File: src/common/lane_arb_pkg.sv
// Shared operation codes, route kinds and widths for the lane operand bus arbiter

package lane_arb_pkg;

  ////////////////////////////////////////////////////////////
  // Widths and depths
  ////////////////////////////////////////////////////////////

  // Width of one element on the shared operand bus
  localparam int unsigned ElenWidth = 64;

  // Vector instructions that can be in flight at once
  localparam int unsigned NrVInsn = 8;

  ////////////////////////////////////////////////////////////
  // Operation codes
  ////////////////////////////////////////////////////////////

  // Only the codes the arbiter tells apart, plus vadd as a plain op.
  // Both reduction groups must stay contiguous, the tracker matches on ranges
  typedef enum logic [5:0] {
    vadd       = 6'd0,
    vslideup   = 6'd8,
    vslidedown = 6'd9,
    vlxe       = 6'd16,
    vsxe       = 6'd17,
    // Integer reductions
    vredsum    = 6'd24,
    vredand    = 6'd25,
    vredor     = 6'd26,
    vredxor    = 6'd27,
    vredminu   = 6'd28,
    vredmin    = 6'd29,
    vredmaxu   = 6'd30,
    vredmax    = 6'd31,
    vwredsumu  = 6'd32,
    vwredsum   = 6'd33,
    // Floating-point reductions
    vfredusum  = 6'd40,
    vfredosum  = 6'd41,
    vfredmin   = 6'd42,
    vfredmax   = 6'd43,
    vfwredusum = 6'd44,
    vfwredosum = 6'd45
  } ara_op_e;

  // Which consumer or producer owns the operand bus
  typedef enum logic [1:0] {
    sel_sldu    = 2'd0,
    sel_addrgen = 2'd1,
    sel_alu_red = 2'd2,
    sel_fpu_red = 2'd3
  } route_sel_e;

endpackage
File: src/design/lane_sldu_arb.sv
// Lane arbiter top for the operand bus shared by slide unit and address generator

`timescale 1ns/1ps

module lane_sldu_arb #(
  parameter int unsigned DataWidth = lane_arb_pkg::ElenWidth,
  parameter int unsigned FifoDepth = lane_arb_pkg::NrVInsn
) (
  input  logic                  clk_i,
  input  logic                  rst_i,
  input  logic                  flush_i,
  // Issued vector operation
  input  logic                  vfu_op_valid_i,
  input  lane_arb_pkg::ara_op_e vfu_op_i,
  // Completion strobes
  input  logic                  cmd_pop_i,
  input  logic                  alu_red_complete_i,
  input  logic                  fpu_red_complete_i,
  // Operand queue
  input  logic [DataWidth-1:0]  opq_operand_i,
  input  logic                  opq_valid_i,
  output logic                  opq_ready_o,
  // Reduction results
  input  logic [DataWidth-1:0]  alu_red_data_i,
  input  logic                  alu_red_valid_i,
  output logic                  alu_red_gnt_o,
  input  logic [DataWidth-1:0]  fpu_red_data_i,
  input  logic                  fpu_red_valid_i,
  output logic                  fpu_red_gnt_o,
  // Shared operand bus
  output logic [DataWidth-1:0]  sldu_operand_o,
  output logic                  sldu_operand_valid_o,
  input  logic                  sldu_operand_ready_i,
  output logic                  addrgen_operand_valid_o,
  input  logic                  addrgen_operand_ready_i,
  // Slide unit
  input  logic                  sldu_red_valid_i,
  input  logic                  sldu_result_gnt_opq_i,
  input  logic                  sldu_alu_ready_i,
  input  logic                  sldu_mfpu_ready_i,
  output logic                  sldu_result_gnt_o,
  output logic                  sldu_alu_valid_o,
  output logic                  sldu_mfpu_valid_o
);

  logic                     push;
  lane_arb_pkg::route_sel_e push_sel;
  logic                     head_valid;
  lane_arb_pkg::route_sel_e head_sel;
  logic                     pop;
  logic                     full;

  ////////////////////////////////////////////////////////////
  // Issue order capture
  ////////////////////////////////////////////////////////////

  sldu_order_tracker u_tracker (
    .clk_i          (clk_i),
    .rst_i          (rst_i),
    .flush_i        (flush_i),
    .vfu_op_valid_i (vfu_op_valid_i),
    .vfu_op_i       (vfu_op_i),
    .push_o         (push),
    .push_sel_o     (push_sel)
  );

  // Full flag is only watched by the bound checker
  sldu_sel_fifo #(
    .FifoDepth (FifoDepth)
  ) u_sel_fifo (
    .clk_i        (clk_i),
    .rst_i        (rst_i),
    .flush_i      (flush_i),
    .push_i       (push),
    .push_sel_i   (push_sel),
    .pop_i        (pop),
    .head_valid_o (head_valid),
    .head_sel_o   (head_sel),
    .full_o       (full)
  );

  ////////////////////////////////////////////////////////////
  // Bus steering
  ////////////////////////////////////////////////////////////

  sldu_operand_router #(
    .DataWidth (DataWidth)
  ) u_router (
    .head_valid_i            (head_valid),
    .head_sel_i              (head_sel),
    .cmd_pop_i               (cmd_pop_i),
    .alu_red_complete_i      (alu_red_complete_i),
    .fpu_red_complete_i      (fpu_red_complete_i),
    .opq_operand_i           (opq_operand_i),
    .opq_valid_i             (opq_valid_i),
    .opq_ready_o             (opq_ready_o),
    .alu_red_data_i          (alu_red_data_i),
    .alu_red_valid_i         (alu_red_valid_i),
    .alu_red_gnt_o           (alu_red_gnt_o),
    .fpu_red_data_i          (fpu_red_data_i),
    .fpu_red_valid_i         (fpu_red_valid_i),
    .fpu_red_gnt_o           (fpu_red_gnt_o),
    .sldu_operand_o          (sldu_operand_o),
    .sldu_operand_valid_o    (sldu_operand_valid_o),
    .sldu_operand_ready_i    (sldu_operand_ready_i),
    .addrgen_operand_valid_o (addrgen_operand_valid_o),
    .addrgen_operand_ready_i (addrgen_operand_ready_i),
    .sldu_red_valid_i        (sldu_red_valid_i),
    .sldu_result_gnt_opq_i   (sldu_result_gnt_opq_i),
    .sldu_alu_ready_i        (sldu_alu_ready_i),
    .sldu_mfpu_ready_i       (sldu_mfpu_ready_i),
    .sldu_result_gnt_o       (sldu_result_gnt_o),
    .sldu_alu_valid_o        (sldu_alu_valid_o),
    .sldu_mfpu_valid_o       (sldu_mfpu_valid_o),
    .pop_o                   (pop)
  );

endmodule

File: src/sldu_arb/sldu_operand_router.sv
// Steers the shared operand bus and the slide unit handshakes from the FIFO head kind

`timescale 1ns/1ps

module sldu_operand_router #(
  parameter int unsigned DataWidth = 64
) (
  // Selector FIFO head
  input  logic                     head_valid_i,
  input  lane_arb_pkg::route_sel_e head_sel_i,
  // Completion strobes
  input  logic                     cmd_pop_i,
  input  logic                     alu_red_complete_i,
  input  logic                     fpu_red_complete_i,
  // Operand queue
  input  logic [DataWidth-1:0]     opq_operand_i,
  input  logic                     opq_valid_i,
  output logic                     opq_ready_o,
  // ALU reduction result
  input  logic [DataWidth-1:0]     alu_red_data_i,
  input  logic                     alu_red_valid_i,
  output logic                     alu_red_gnt_o,
  // FPU reduction result
  input  logic [DataWidth-1:0]     fpu_red_data_i,
  input  logic                     fpu_red_valid_i,
  output logic                     fpu_red_gnt_o,
  // Shared bus to the slide unit and address generator
  output logic [DataWidth-1:0]     sldu_operand_o,
  output logic                     sldu_operand_valid_o,
  input  logic                     sldu_operand_ready_i,
  output logic                     addrgen_operand_valid_o,
  input  logic                     addrgen_operand_ready_i,
  // Slide unit reduction handshakes
  input  logic                     sldu_red_valid_i,
  input  logic                     sldu_result_gnt_opq_i,
  input  logic                     sldu_alu_ready_i,
  input  logic                     sldu_mfpu_ready_i,
  output logic                     sldu_result_gnt_o,
  output logic                     sldu_alu_valid_o,
  output logic                     sldu_mfpu_valid_o,
  // Selector FIFO pop
  output logic                     pop_o
);

  always_comb begin
    // Empty FIFO means nobody owns the bus
    sldu_operand_o          = opq_operand_i;
    sldu_operand_valid_o    = 1'b0;
    addrgen_operand_valid_o = 1'b0;
    opq_ready_o             = 1'b0;
    alu_red_gnt_o           = 1'b0;
    fpu_red_gnt_o           = 1'b0;
    sldu_alu_valid_o        = 1'b0;
    sldu_mfpu_valid_o       = 1'b0;
    sldu_result_gnt_o       = 1'b0;
    pop_o                   = 1'b0;

    if (head_valid_i) begin
      case (head_sel_i)
        lane_arb_pkg::sel_sldu: begin
          sldu_operand_valid_o = opq_valid_i;
          opq_ready_o          = sldu_operand_ready_i;
          sldu_result_gnt_o    = sldu_result_gnt_opq_i;
          pop_o                = cmd_pop_i;
        end
        lane_arb_pkg::sel_addrgen: begin
          // Same queue data, but the address generator takes it
          addrgen_operand_valid_o = opq_valid_i;
          opq_ready_o             = addrgen_operand_ready_i;
          pop_o                   = cmd_pop_i;
        end
        lane_arb_pkg::sel_alu_red: begin
          sldu_operand_o       = alu_red_data_i;
          sldu_operand_valid_o = alu_red_valid_i;
          alu_red_gnt_o        = sldu_operand_ready_i;
          sldu_alu_valid_o     = sldu_red_valid_i;
          sldu_result_gnt_o    = sldu_alu_ready_i;
          pop_o                = alu_red_complete_i;
        end
        lane_arb_pkg::sel_fpu_red: begin
          sldu_operand_o       = fpu_red_data_i;
          sldu_operand_valid_o = fpu_red_valid_i;
          fpu_red_gnt_o        = sldu_operand_ready_i;
          sldu_mfpu_valid_o    = sldu_red_valid_i;
          sldu_result_gnt_o    = sldu_mfpu_ready_i;
          pop_o                = fpu_red_complete_i;
        end
        default: begin
          pop_o = 1'b0;
        end
      endcase
    end
  end

endmodule

File: src/sldu_arb/sldu_sel_fifo.sv
// In-order FIFO of route kinds; its head decides who owns the shared operand bus

`timescale 1ns/1ps

module sldu_sel_fifo #(
  parameter int unsigned FifoDepth = 8
) (
  input  logic                     clk_i,
  input  logic                     rst_i,
  input  logic                     flush_i,
  // Write side
  input  logic                     push_i,
  input  lane_arb_pkg::route_sel_e push_sel_i,
  // Read side
  input  logic                     pop_i,
  output logic                     head_valid_o,
  output lane_arb_pkg::route_sel_e head_sel_o,
  // Status
  output logic                     full_o
);

  localparam int unsigned AddrWidth  = $clog2(FifoDepth);
  localparam int unsigned CountWidth = $clog2(FifoDepth + 1);

  lane_arb_pkg::route_sel_e mem [FifoDepth];

  logic [AddrWidth-1:0]  wr_ptr_q;
  logic [AddrWidth-1:0]  rd_ptr_q;
  logic [CountWidth-1:0] count_q;

  ////////////////////////////////////////////////////////////
  // Pointers and occupancy
  ////////////////////////////////////////////////////////////

  // Depth is a power of two, so the pointers wrap by themselves
  always_ff @(posedge clk_i) begin
    if (rst_i || flush_i) begin
      wr_ptr_q <= '0;
      rd_ptr_q <= '0;
      count_q  <= '0;
    end else begin
      if (push_i) begin
        wr_ptr_q <= wr_ptr_q + 1'b1;
      end
      if (pop_i) begin
        rd_ptr_q <= rd_ptr_q + 1'b1;
      end
      case ({push_i, pop_i})
        2'b10:   count_q <= count_q + 1'b1;
        2'b01:   count_q <= count_q - 1'b1;
        default: count_q <= count_q;
      endcase
    end
  end

  ////////////////////////////////////////////////////////////
  // Storage
  ////////////////////////////////////////////////////////////

  always_ff @(posedge clk_i) begin
    if (push_i) begin
      mem[wr_ptr_q] <= push_sel_i;
    end
  end

  assign head_sel_o   = mem[rd_ptr_q];
  assign head_valid_o = (count_q != '0);
  assign full_o       = (count_q == CountWidth'(FifoDepth));

endmodule

File: src/sldu_arb/sldu_order_tracker.sv
// Registers issued vector ops and pushes the route kind of bus users into the selector FIFO

`timescale 1ns/1ps

module sldu_order_tracker (
  input  logic                     clk_i,
  input  logic                     rst_i,
  input  logic                     flush_i,
  // Issued vector operation
  input  logic                     vfu_op_valid_i,
  input  lane_arb_pkg::ara_op_e    vfu_op_i,
  // Towards the selector FIFO
  output logic                     push_o,
  output lane_arb_pkg::route_sel_e push_sel_o
);

  logic                  op_valid_q;
  lane_arb_pkg::ara_op_e op_q;

  ////////////////////////////////////////////////////////////
  // Input register
  ////////////////////////////////////////////////////////////

  // Cuts the path from the sequencer into the FIFO
  always_ff @(posedge clk_i) begin
    if (rst_i || flush_i) begin
      op_valid_q <= 1'b0;
    end else begin
      op_valid_q <= vfu_op_valid_i;
    end
  end

  always_ff @(posedge clk_i) begin
    op_q <= vfu_op_i;
  end

  ////////////////////////////////////////////////////////////
  // Classification
  ////////////////////////////////////////////////////////////

  always_comb begin
    push_o     = 1'b0;
    push_sel_o = lane_arb_pkg::sel_sldu;
    if (op_valid_q) begin
      case (op_q) inside
        lane_arb_pkg::vslideup, lane_arb_pkg::vslidedown: begin
          push_o     = 1'b1;
          push_sel_o = lane_arb_pkg::sel_sldu;
        end
        lane_arb_pkg::vlxe, lane_arb_pkg::vsxe: begin
          push_o     = 1'b1;
          push_sel_o = lane_arb_pkg::sel_addrgen;
        end
        [lane_arb_pkg::vredsum : lane_arb_pkg::vwredsum]: begin
          push_o     = 1'b1;
          push_sel_o = lane_arb_pkg::sel_alu_red;
        end
        [lane_arb_pkg::vfredusum : lane_arb_pkg::vfwredosum]: begin
          push_o     = 1'b1;
          push_sel_o = lane_arb_pkg::sel_fpu_red;
        end
        // Ops that never touch the shared bus
        default: begin
          push_o = 1'b0;
        end
      endcase
    end
  end

endmodule

File: config.mk
export PLATFORM = sky130hd
export DESIGN_NAME = lane_sldu_arb
export DESIGN_NICKNAME = d
export VERILOG_FILES = /design/src/common/lane_arb_pkg.sv /design/src/design/lane_sldu_arb.sv /design/src/sldu_arb/sldu_operand_router.sv /design/src/sldu_arb/sldu_sel_fifo.sv /design/src/sldu_arb/sldu_order_tracker.sv
export SDC_FILE = /design/constraint.sdc
export NUM_CORES = 1
export LEC_CHECK = 0
export ABC_CLOCK_PERIOD_IN_PS = 7900
export CAP_MARGIN = 20
export CORE_AREA = 2 2 112 114
export DETAILED_ROUTE_END_ITERATION = 16
export DIE_AREA = 0 0 114 116
export DONT_BUFFER_PORTS = 1
export PLACE_DENSITY_LB_ADDON = 0.2
export SYNTH_ARGS = -nofsm -noshare
export SYNTH_HDL_FRONTEND = slang
export SYNTH_SLANG_ARGS = --single-unit
File: constraint.sdc
create_clock -name clk_i -period 7.9 [get_ports clk_i]
set_input_delay 1.58 -clock clk_i [delete_from_list [all_inputs] [get_ports clk_i]]
set_output_delay 1.58 -clock clk_i [all_outputs]
set_load 0.01 [all_outputs]
==> results.json <==
{
  "routabilityCongestion": 0.896,
  "tritoncts_clock_tree": "built",
  "cts.repair.resized": 0,
  "share_of_flip_flops_with_an_asynchronous_set_or_reset_after_synthesis_pct": 0,
  "pin_count_of_the_biggest_net_entering_global_routing": 95,
  "syn_avg_cell_area_um2": 8.82,
  "initial_core_util_pct": 26.8,
  "critPathArrivalTime_ns": 3.24,
  "worst-endpoint-required_ns": 6.32,
  "vdd.ir_drop.worst_mv": 0.191,
  "netSwitchingFraction_pct": 23.7,
  "post_synth_instance_area_mm2": 0.00319,
  "worst_setup_hold_path_clk_slew_ns": 0.05,
  "critPathSlowestCell": "sky130_fd_sc_hd__and2_4",
  "buffer_type_at_the_clock_tree_root": "sky130_fd_sc_hd__clkbuf_16",
  "post_synthesis_share_of_cell_area_spent_on_and_or_nand_and_nor_gates_pct": 18.9,
  "critical-path-top-delay-family": "simple AND/OR/NAND/NOR gates",
  "p_int_mw": 0.362,
  "synth-seq-cells": 35,
  "clk_latency_ns": 0.27,
  "power_frac_seq_pct": 40.4,
  "clock_power_share_pct": 45.3,
  "switchingPower_mw": 0.113,
  "yosys.area.top_type": "sky130_fd_sc_hd__mux2i_1",
  "post_synthesis_share_of_cell_area_spent_on_xor_and_xnor_gates_pct": 1.10,
  "yosysWarnings": 0,
  "number_of_global_route_vias_before_repair": 2322,
  "maxCapViolCount": 0,
  "grt_pass1_wl_mm": 14.8,
  "drtPass1Iterations": 5,
  "comb_power_share_pct": 14.3,
  "p_leak_nw": 1.52,
  "postLayoutCoreUtil_pct": 28.3,
  "critical_path_buf_inv_count": 1,
  "postRouteWirelength_mm": 11.5,
  "post_cts_repair_setup_buffers": 0,
  "core_area_mm2": 0.0119,
  "fmax_mhz": 207,
  "synthesis.instances": 362,
  "dominantRegCellSynth": "sky130_fd_sc_hd__dfxtp_1",
  "row_count": 40,
  "drt_iter0_markers": 91,
  "tns_ns": 0,
  "die_w_um": 114,
  "ys_seq_area_share_pct": 27.0,
  "grt_antenna_before_repair": 5,
  "critical-path-max-stage-delay_ns": 0.79,
  "timing.critical_path.fanout_max": 94,
  "layout.nets": 564,
  "hold_path.startpoint": "u_sel_fifo.rd_ptr_q[1]",
  "dpl.hpwl_mm": 9.80,
  "drc": 0,
  "finalCritPeriodShare_pct": 61.0,
  "ios": 286,
  "grt_overflow_total": 0,
  "slew-limit-headroom_pct": 34.3,
  "cts.path.max_buffers": 2,
  "die_height_um": 116,
  "outcome": "finished, final reports clean",
  "layout_cell_share_with_drive_strength_beyond_1_pct": 16.2,
  "holdBufCountCts": 0,
  "crit_path_end_kind": "output port",
  "synthDominantCellAreaShare_pct": 24.1,
  "drt.antenna.violating_nets": 0,
  "synth_edf_count": 16,
  "finalHoldViolCount": 0,
  "worstMarginPinSlew_ns": 0.985,
  "layout_min_cycle_time_ns": 4.82,
  "criticalPathCategory": "flop to output port",
  "synth_fp_nets": 581,
  "cts_htree_levels": 2,
  "groute.usage.overall_pct": 15.5,
  "worstSetupStartpointType": "flop",
  "finalClockSkew_ns": 0.00186,
  "yosys.area_share.adder_pct": 2.59,
  "syn_to_final_growth_pct": 5.68,
  "cellPowerDensity_mw_per_mm2": 141,
  "setup_viol": 0,
  "ys_top_cells_by_area": "sky130_fd_sc_hd__mux2i_1 24%, sky130_fd_sc_hd__edfxtp_1 15%, sky130_fd_sc_hd__dfxtp_1 12%",
  "synth_cell_type_count": 41,
  "clock-sinks": 35,
  "slew_violations": 0,
  "synth_top_family_by_area": "multiplexers",
  "cts_made_buffers": 5,
  "synth.mux.area_fraction_pct": 27.4,
  "hp-class": "flop to flop",
  "vias_per_cell": 5.36,
  "synth_compound_area_share_pct": 16.5,
  "fp.dieArea_mm2": 0.0132,
  "worst_path_cell_chain": "mux4_2 -> mux2_4 -> and2_4 -> buf_4 -> nor2_1 -> a21oi_1",
  "num_vias": 2655,
  "io_buffer_count": 0,
  "grt_setup_unrepaired": "no",
  "routed_wire_length_per_instance_um": 23.2
}
[registers in the layout, indices dropped and copies added (netlist names), named ones only]
name	cells
u_sel_fifo.mem	16
u_sel_fifo.rd_ptr_q	3
u_tracker.op_q	5
u_sel_fifo.count_q	4
u_sel_fifo.wr_ptr_q	3
u_tracker.op_valid_q	1
[power by group through the flow]
| stage | clock [mW] | sequential (mW) | combinational [mW] |
|---|---|---|---|
| 2_1_floorplan | 0 | 0.195 | 0.0540 |
| 3_3_place_gp | 0 | 0.196 | 0.0682 |
| 3_5_place_dp | 0 | 0.196 | 0.0692 |
| 4_1_cts | 0.220 | 0.192 | 0.0690 |
| 5_1_grt | 0.228 | 0.192 | 0.0744 |
| 6_report | 0.215 | 0.192 | 0.0680 |
[through the flow]
step | power (mW) | cells | hold slack [ns] | setup slack [ns] | cell area, um^2
after floorplan | 0.249 | 362 | 0.446 | 4.28 | 3190
after global placement | 0.264 | 485 | 0.478 | 3.34 | 3200
after detailed placement | 0.265 | 485 | 0.482 | 3.30 | 3200
after CTS | 0.481 | 493 | 0.494 | 3.01 | 3370
after global routing | 0.495 | 493 | 0.517 | 2.80 | 3370
final | 0.475 | 495 | 0.490 | 3.08 | 3370
[worst register-to-register path, delay by kind of cell, from the launching register on]
kind,cells,cell delay (ns)
simple gates,1,0.32
fa+ha+maj,2,0.47
xor+xnor,2,0.33
compound gates,3,0.52
mux,3,1.35
flops,1,0.55
[cells in the mapped netlist, types with 3 or more instances]
| master | n |
|---|---|
| sky130_fd_sc_hd__a21oi_2 | 25 |
| sky130_fd_sc_hd__nor2_2 | 4 |
| sky130_fd_sc_hd__xor2_1 | 3 |
| sky130_fd_sc_hd__nor3_1 | 3 |
| sky130_fd_sc_hd__nor2_1 | 66 |
| sky130_fd_sc_hd__mux2i_1 | 77 |
| sky130_fd_sc_hd__a21oi_1 | 48 |
| sky130_fd_sc_hd__nor2_4 | 10 |
| sky130_fd_sc_hd__buf_2 | 7 |
| sky130_fd_sc_hd__o21ai_0 | 6 |
| sky130_fd_sc_hd__edfxtp_1 | 16 |
| sky130_fd_sc_hd__or3_1 | 4 |
| sky130_fd_sc_hd__dfxtp_1 | 19 |
| sky130_fd_sc_hd__clkbuf_1 | 8 |
| sky130_fd_sc_hd__ha_1 | 5 |
| sky130_fd_sc_hd__nand2b_1 | 3 |
| sky130_fd_sc_hd__buf_6 | 11 |
| sky130_fd_sc_hd__nand2_1 | 11 |
| sky130_fd_sc_hd__mux4_2 | 3 |
| sky130_fd_sc_hd__inv_1 | 5 |
[kinds of logic (layout without fill, tap and decap cells)]
logic type,count (synthesis),in the layout
compound gates,84,84
buf+inv,31,15
xor+xnor,4,4
flops,35,35
simple gates,118,118
other cells,0,2
fa+ha+maj,7,7
mux,83,83
[path summary, 6_finish.rpt]
check             cells after the start  slack, ns                endpoint
hold / removal                        2       0.49  u_sel_fifo.rd_ptr_q[1]
setup reg to reg                     11       4.30   u_sel_fifo.count_q[2]
setup / recovery                      6       3.08      sldu_operand_o[31]
hold reg to reg                       2       0.49  u_sel_fifo.rd_ptr_q[1]
[layout by cell type (no fill, tap or decap), types with 2 or more instances in the layout]
cell	instances
sky130_fd_sc_hd__or4_1	2
sky130_fd_sc_hd__nor4_1	2
sky130_fd_sc_hd__and2_1	2
sky130_fd_sc_hd__nor2_1	66
sky130_fd_sc_hd__nand2_1	11
sky130_fd_sc_hd__nor2_4	10
sky130_fd_sc_hd__buf_4	2
sky130_fd_sc_hd__dfxtp_1	19
sky130_fd_sc_hd__xor2_1	3
sky130_fd_sc_hd__nand3_1	2
sky130_fd_sc_hd__diode_2	2
sky130_fd_sc_hd__ha_1	5
sky130_fd_sc_hd__mux2i_1	77
sky130_fd_sc_hd__maj3_1	2
sky130_fd_sc_hd__edfxtp_1	16
sky130_fd_sc_hd__mux2_2	2
sky130_fd_sc_hd__and3_1	2
sky130_fd_sc_hd__clkbuf_16	5
sky130_fd_sc_hd__a21oi_1	48
sky130_fd_sc_hd__mux4_2	2
sky130_fd_sc_hd__or3_1	4
sky130_fd_sc_hd__nor3_1	3
sky130_fd_sc_hd__nand2b_1	3
sky130_fd_sc_hd__a21oi_2	25
sky130_fd_sc_hd__o21ai_0	6
sky130_fd_sc_hd__inv_1	5
sky130_fd_sc_hd__nor2_2	4
[routing by layer]
layer	global-route usage, %	vias up	part of all wire, %
li1	-	1258	-
met1	18.6	1228	41
met2	24.7	149	45
met3	8.73	14	13
met4	2.52	6	0.51
met5	0	-	0.35
[final cells by class]
class | instances | area, um^2
Tap cell | 147 | 184
Antenna cell | 2 | 5.00
Clock inverter | 3 | 38.8
Multi-Input combinational cell | 296 | 2130
Timing Repair Buffer | 2 | 15.0
Inverter | 5 | 18.8
Sequential cell | 35 | 861
Clock buffer | 5 | 125
Fill cell | 1291 | 8540
No activity file was read; power rests on OpenSTA's default activity.
